### src/hdl/fft_pkg.sv
package fft_pkg;

  localparam int n_points     = 8;
  localparam int n_stages     = 3;
  localparam int sample_width = 16;
  localparam int frac_bits    = 8;

  localparam real pi = 3.14159265358979323846;

  // One real or imaginary part in Q8.8.
  typedef logic signed [sample_width-1:0] sample_t;

  typedef struct packed {
    sample_t re;
    sample_t im;
  } complex_t;

  typedef logic [1:0] stage_t;

  typedef enum logic [1:0] {
    idle,
    comp,
    done
  } fft_state_e;

  typedef complex_t [n_stages-1:0][n_points/2-1:0] twiddle_tab_t;

  // Entry [s][j] is exp(-i*2*pi*e/8) for butterfly j of pass s.
  // The exponent e keeps only the top s bits of the butterfly index, since the
  // stride permutation brings the low bits of the logical position up there.
  function automatic twiddle_tab_t twiddle_table();
    twiddle_tab_t tab;
    int           mask;
    int           expo;
    real          angle;
    for (int s = 0; s < n_stages; s++) begin
      mask = ((1 << s) - 1) << (n_stages - 1 - s);
      for (int j = 0; j < n_points / 2; j++) begin
        expo  = j & mask;
        angle = 2.0 * pi * expo / n_points;
        tab[s][j].re = sample_t'(int'($cos(angle) * (1 << frac_bits)));
        tab[s][j].im = sample_t'(int'(-$sin(angle) * (1 << frac_bits)));
      end
    end
    return tab;
  endfunction

endpackage

### src/hdl/fft_ctrl.sv
`timescale 1ns/100ps

module fft_ctrl import fft_pkg::*; (
  input  logic clk,
  input  logic reset,
  input  logic recv_val,
  output logic recv_rdy,
  output logic send_val,
  input  logic send_rdy,
  input  logic last,
  output logic load,
  output logic advance
);

  fft_state_e state;
  fft_state_e next_state;

  // In done a new vector may only enter when the sink takes the result.
  assign recv_rdy = (state == idle) || (state == done && send_rdy);
  assign send_val = (state == done);
  assign load     = recv_val && recv_rdy;
  assign advance  = (state == comp);

  always_comb begin
    next_state = state;
    case (state)
      idle: begin
        if (recv_val) begin
          next_state = comp;
        end
      end
      comp: begin
        if (last) begin
          next_state = done;
        end
      end
      done: begin
        if (send_rdy) begin
          next_state = recv_val ? comp : idle;
        end
      end
      default: next_state = idle;
    endcase
  end

  always_ff @(posedge clk) begin
    if (reset) begin
      state <= idle;
    end else begin
      state <= next_state;
    end
  end

endmodule

### src/hdl/stage_counter.sv
`timescale 1ns/100ps

module stage_counter import fft_pkg::*; (
  input  logic   clk,
  input  logic   reset,
  input  logic   advance,
  output stage_t stage,
  output logic   last
);

  assign last = (stage == stage_t'(n_stages - 1));

  // The count wraps on the edge that finishes the final pass.
  always_ff @(posedge clk) begin
    if (reset) begin
      stage <= '0;
    end else if (advance) begin
      if (last) begin
        stage <= '0;
      end else begin
        stage <= stage + 1'b1;
      end
    end
  end

endmodule

### src/hdl/twiddle_rom.sv
`timescale 1ns/100ps

module twiddle_rom import fft_pkg::*; (
  input  stage_t                      stage,
  output complex_t [n_points/2-1:0]   twiddles
);

  twiddle_tab_t tab;

  // The whole table folds to constants, so only the stage select is logic.
  assign tab = twiddle_table();

  always_comb begin
    twiddles = tab[0];
    for (int s = 0; s < n_stages; s++) begin
      if (stage == stage_t'(s)) begin
        twiddles = tab[s];
      end
    end
  end

endmodule

### src/hdl/butterfly_array.sv
`timescale 1ns/100ps

module butterfly_array import fft_pkg::*; (
  input  complex_t [n_points-1:0]   pairs,
  input  complex_t [n_points/2-1:0] twiddles,
  output complex_t [n_points-1:0]   results
);

  for (genvar j = 0; j < n_points / 2; j++) begin : g_bfly
    complex_t                        a;
    complex_t                        b;
    complex_t                        w;
    complex_t                        t;
    logic signed [2*sample_width:0]  prod_re;
    logic signed [2*sample_width:0]  prod_im;
    logic signed [2*sample_width:0]  rnd_re;
    logic signed [2*sample_width:0]  rnd_im;

    assign a = pairs[2*j];
    assign b = pairs[2*j+1];
    assign w = twiddles[j];

    // Full-width complex product, Q16.16 before rounding.
    assign prod_re = b.re * w.re - b.im * w.im;
    assign prod_im = b.re * w.im + b.im * w.re;

    // Round to nearest, then drop the extra fraction bits.
    assign rnd_re = prod_re + (1 << (frac_bits - 1));
    assign rnd_im = prod_im + (1 << (frac_bits - 1));

    assign t.re = rnd_re[frac_bits +: sample_width];
    assign t.im = rnd_im[frac_bits +: sample_width];

    // Sums wrap at the sample width.
    assign results[2*j].re   = a.re + t.re;
    assign results[2*j].im   = a.im + t.im;
    assign results[2*j+1].re = a.re - t.re;
    assign results[2*j+1].im = a.im - t.im;
  end

endmodule

### src/hdl/sample_store.sv
`timescale 1ns/100ps

module sample_store import fft_pkg::*; (
  input  logic                      clk,
  input  logic                      reset,
  input  logic                      load,
  input  logic                      advance,
  input  sample_t  [n_points-1:0]   recv_msg,
  input  complex_t [n_points-1:0]   results,
  output complex_t [n_points-1:0]   pairs
);

  function automatic int bit_reverse(int k);
    int r;
    r = 0;
    for (int b = 0; b < n_stages; b++) begin
      r = (r << 1) | ((k >> b) & 1);
    end
    return r;
  endfunction

  // Inverse perfect shuffle: 2k mod 7 rotates the index left by one bit,
  // which brings the next butterfly partners next to each other.
  function automatic int stride_index(int k);
    if (k == n_points - 1) begin
      return k;
    end
    return (2 * k) % (n_points - 1);
  endfunction

  always_ff @(posedge clk) begin
    if (reset) begin
      pairs <= '0;
    end else if (load) begin
      for (int k = 0; k < n_points; k++) begin
        pairs[k].re <= recv_msg[bit_reverse(k)];
        pairs[k].im <= '0;
      end
    end else if (advance) begin
      for (int k = 0; k < n_points; k++) begin
        pairs[k] <= results[stride_index(k)];
      end
    end
  end

endmodule

### src/hdl/fft_pease_top.sv
`timescale 1ns/100ps

module fft_pease_top import fft_pkg::*; (
  input  logic                      clk,
  input  logic                      reset,
  input  sample_t  [n_points-1:0]   recv_msg,
  input  logic                      recv_val,
  output logic                      recv_rdy,
  output complex_t [n_points-1:0]   send_msg,
  output logic                      send_val,
  input  logic                      send_rdy
);

  logic                      load;
  logic                      advance;
  logic                      last;
  stage_t                    stage;
  complex_t [n_points/2-1:0] twiddles;
  complex_t [n_points-1:0]   results;

  fft_ctrl i_fft_ctrl (
    .clk      (clk),
    .reset    (reset),
    .recv_val (recv_val),
    .recv_rdy (recv_rdy),
    .send_val (send_val),
    .send_rdy (send_rdy),
    .last     (last),
    .load     (load),
    .advance  (advance)
  );

  stage_counter i_stage_counter (
    .clk     (clk),
    .reset   (reset),
    .advance (advance),
    .stage   (stage),
    .last    (last)
  );

  twiddle_rom i_twiddle_rom (
    .stage    (stage),
    .twiddles (twiddles)
  );

  // The store contents feed the butterflies and are the transform output.
  butterfly_array i_butterfly_array (
    .pairs    (send_msg),
    .twiddles (twiddles),
    .results  (results)
  );

  sample_store i_sample_store (
    .clk      (clk),
    .reset    (reset),
    .load     (load),
    .advance  (advance),
    .recv_msg (recv_msg),
    .results  (results),
    .pairs    (send_msg)
  );

endmodule

### config.mk
export PLATFORM = sky130hd
export DESIGN_NAME = fft_pease_top
export DESIGN_NICKNAME = d
export VERILOG_FILES = /design/src/hdl/fft_pkg.sv /design/src/hdl/fft_ctrl.sv /design/src/hdl/stage_counter.sv /design/src/hdl/twiddle_rom.sv /design/src/hdl/butterfly_array.sv /design/src/hdl/sample_store.sv /design/src/hdl/fft_pease_top.sv
export SDC_FILE = /design/constraint.sdc
export NUM_CORES = 2
export LEC_CHECK = 0
export ABC_AREA = 1
export BUFFER_PORTS_ARGS = -buffer_cell sky130_fd_sc_hd__buf_2
export CORE_ASPECT_RATIO = 1.75
export CORE_MARGIN = 2
export CORE_UTILIZATION = 65
export CTS_CLUSTER_DIAMETER = 50
export DETAILED_ROUTE_END_ITERATION = 8
export HOLD_SLACK_MARGIN = 0.05
export PLACE_DENSITY = 0.84
export SYNTH_ARGS = -nofsm -noshare
export SYNTH_HDL_FRONTEND = slang
export SYNTH_SLANG_ARGS = --single-unit
### constraint.sdc
create_clock -name clk -period 18.14 [get_ports clk]
set_input_delay 1.814 -clock clk [delete_from_list [all_inputs] [get_ports clk]]
set_output_delay 1.814 -clock clk [all_outputs]
set_load 0.05 [all_outputs]
==> impl_metrics.toml <==
[status]
status = "complete, no violations"

[synth]
ys_warn_count = 0
synth_compound_area_frac = 0.09377
netlist_top_cells_area = "fa_1 (30%), ha_1 (22%), inv_1 (14%)"
synth-seq-cells = 256
synthMuxAreaShare = 0
synth.top_cell.area_share = 0.3000
ys.flop_type = "dfxtp_1"
postSynthAreaPerCell_um2 = 7.850
synth_cells = 8585
syn_area_um2 = 67390
synthSimpleGateAreaFrac = 0.1298
synth_top_family_by_area = "adder cells"
synthXorXnorAreaFrac = 0.03722
yosysSeqAreaShare = 0.07604
yosysTopAreaCell = "fa_1"
synth_edf_count = 0
async_flop_share = 0
synth_fa_ha_area_frac = 0.5161
ys_types = 60

[cells_and_area]
final_layout_size_suffix_gt1_frac = 0.06563
synthToLayoutAreaGrowth_pct = 6.925
final_cell_mix = "inv_1 (2,427), nand2_1 (1,235), ha_1 (1,162), fa_1 (1,010), nor2_1 (463)"
layout_commonest_cell = "inv_1"
utilization = 0.6992
finalNetCount = 11190

[floorplan]
die_y_um = 430.0
dieArea_um2 = 106400
rows = 156
pin_count = 390
fp.coreArea_um2 = 103100
initial_core_util = 0.6539
die_width_um = 247.4

[setup_path]
cp_max_fo = 66
critical_path.endpoint_type = "register"
startpoint_type = "register"
reg2reg_from = "i_stage_counter.stage[0]$_SDFFE_PP0P_"
required_ns = 18.65
cp_common_cell = "inv_1"
cpPeakStageDelay_ns = 0.84
critPathSlowestCell = "fa_1"
rrSetupSlack_ns = 7.36
ff2ff_path_depth = 39
worstSetupPathType = "register to register"
regToRegEndpoint = "i_sample_store.pairs[110]$_SDFFE_PP0P_"
arrival_ns = 11.29

[sta]
max_freq_mhz = 92.76
holdWs_ns = 0.5123
setup-violations-final = 0
fin_tns_setup_ns = 0
rsz0062_at_grt = "false"
fin_crit_ns = 10.78
finalMaxSlewViolations = 0
clock_skew_ns = 0.04294
relSlewSlack = 0.1772
period_share = 0.5943
max_slew.worst_pin.slew_ns = 1.231
finalHoldViolations = 0
fin_ws_ns = 7.359

[place]
dp_slack_ns = 7.679
gp_congestion = 1.041
dp_hpwl_mm = 210.6
io_buffer_count = 389

[hold_path]
hold_path_end = "i_sample_store.pairs[241]$_SDFFE_PP0P_"
whs_path_depth = 2
hold_class = "register to register"
hp-start = "i_sample_store.pairs[241]$_SDFFE_PP0P_"

[clock_tree]
cts-resized-gates = 0
clkTransAtPathRegs_ns = 0.06
clk_latency_ns = 0.63
cts_root_buf = "clkbuf_16"
ctsHoldBuffers = 0
cts_tree = "built"
htreeDepth = 2
cts_setup_buffers = 0
clk_path_buf_depth = 3
clock-sinks = 256
cts_buffers = 37

[drt]
firstDrtPassIters = 8
drc = 0
dr.first_iter.drc_count = 4628
routed_via_density = 5.782
vias = 59350
ant_nets = 0
drt_wl_total_mm = 247.7
wl_per_cell_um = 24.13

[global_routing]
grt_pass1_vias = 62930
grt-ovfl-total = 0
grt.met3_usage = 0.1346
grt_pass1_wl_mm = 370.5
grt_util_met1 = 0.4691
met2_usage = 0.7694
grt_most_used_layer = "met2"
grtUsageTotal = 0.4756
grt_max_degree = 145
antenna_found_initial = 14

[job]
max-cap-violations = 0
flip-flops by register name, indices dropped and copies added (netlist names):
| register | cells |
|---|---|
| i_stage_counter.stage | 2 |
| i_fft_ctrl.state | 2 |
| i_sample_store.pairs | 252 |
worst max-delay path by stage:
stage | from | to | slack [ns] | depth (start not counted)
after floorplan | i_stage_counter.stage[0]$_SDFFE_PP0P_ | i_sample_store.pairs[188]$_SDFFE_PP0P_ | 9.02 | 50
after global placement | i_stage_counter.stage[0]$_SDFFE_PP0P_ | i_sample_store.pairs[191]$_SDFFE_PP0P_ | 7.83 | 35
after detailed placement | i_stage_counter.stage[0]$_SDFFE_PP0P_ | i_sample_store.pairs[188]$_SDFFE_PP0P_ | 7.68 | 45
after CTS | i_stage_counter.stage[0]$_SDFFE_PP0P_ | i_sample_store.pairs[188]$_SDFFE_PP0P_ | 7.69 | 45
after global routing | i_stage_counter.stage[0]$_SDFFE_PP0P_ | i_sample_store.pairs[191]$_SDFFE_PP0P_ | 6.66 | 47
final | i_stage_counter.stage[0]$_SDFFE_PP0P_ | i_sample_store.pairs[110]$_SDFFE_PP0P_ | 7.36 | 39
per-layer routing:
layer	share of wire	wire [um]	vias up
li1	-	-	26730
met5	0.00025	61	-
met3	0.096	23780	1311
met4	0.13	33240	8
met2	0.46	114700	3168
met1	0.31	75880	28130
kinds of logic after synthesis:
| group | count (synthesis) |
|---|---|
| xor+xnor | 284 |
| other cells | 1 |
| simple gates | 2131 |
| buf+inv | 2629 |
| compound gates | 1110 |
| flops | 256 |
| fa+ha+maj | 2174 |
stage by stage:
step,std cells,cell area [um2]
finish,10270,72060
global route,10260,72040
CTS,10260,72040
detailed placement,10190,70750
global placement,10190,70750
floorplan,8604,67460
critical path: cells and delay by family, from the launching register on:
family,cells,cell delay (ns)
buf+inv,10,1.52
xor+xnor,1,0.49
flops,1,0.32
simple gates,8,1.46
compound gates,9,1.36
fa+ha+maj,11,5.42
final cells by class:
| cell class | count | area (um2) |
|---|---|---|
| clock buffer | 43 | 978.4 |
| multi-input combinational | 5719 | 52480 |
| inverter | 2438 | 9160 |
| fill | 8636 | 31000 |
| timing repair buffer | 434 | 2300 |
| sequential | 256 | 5125 |
| tap | 1343 | 1680 |
| clock inverter | 23 | 312.8 |
| antenna | 9 | 22.52 |
synth_stat cells, types with 3 or more instances:
cell and number:
a211oi_1 13, xnor2_1 72, inv_2 9, fa_1 1010
a31oi_1 128, a22o_1 6, buf_2 9, a31o_2 3
buf_4 5, nand3_1 243, a21boi_0 9, a21o_1 32
xor2_1 210, o21a_1 19, nand2_1 1235, a221oi_1 20
dfxtp_1 256, o21ai_1 8, nand2_2 6, a21oi_1 440
o21ai_0 326, o211ai_1 41, o21ai_2 4, o221ai_1 7
o31ai_1 13, or2_2 51, and2_1 8, nand3b_1 17
clkbuf_1 159, o21bai_1 22, ha_1 1164, nor2_1 466
nor4_1 17, nor3_1 49, o2111ai_1 5, nand4_1 31
inv_1 2428, buf_1 17
Power is left out: the tool's default activity adds up to more than one toggle a clock period on the data nets, which glitch-free logic cannot reach.
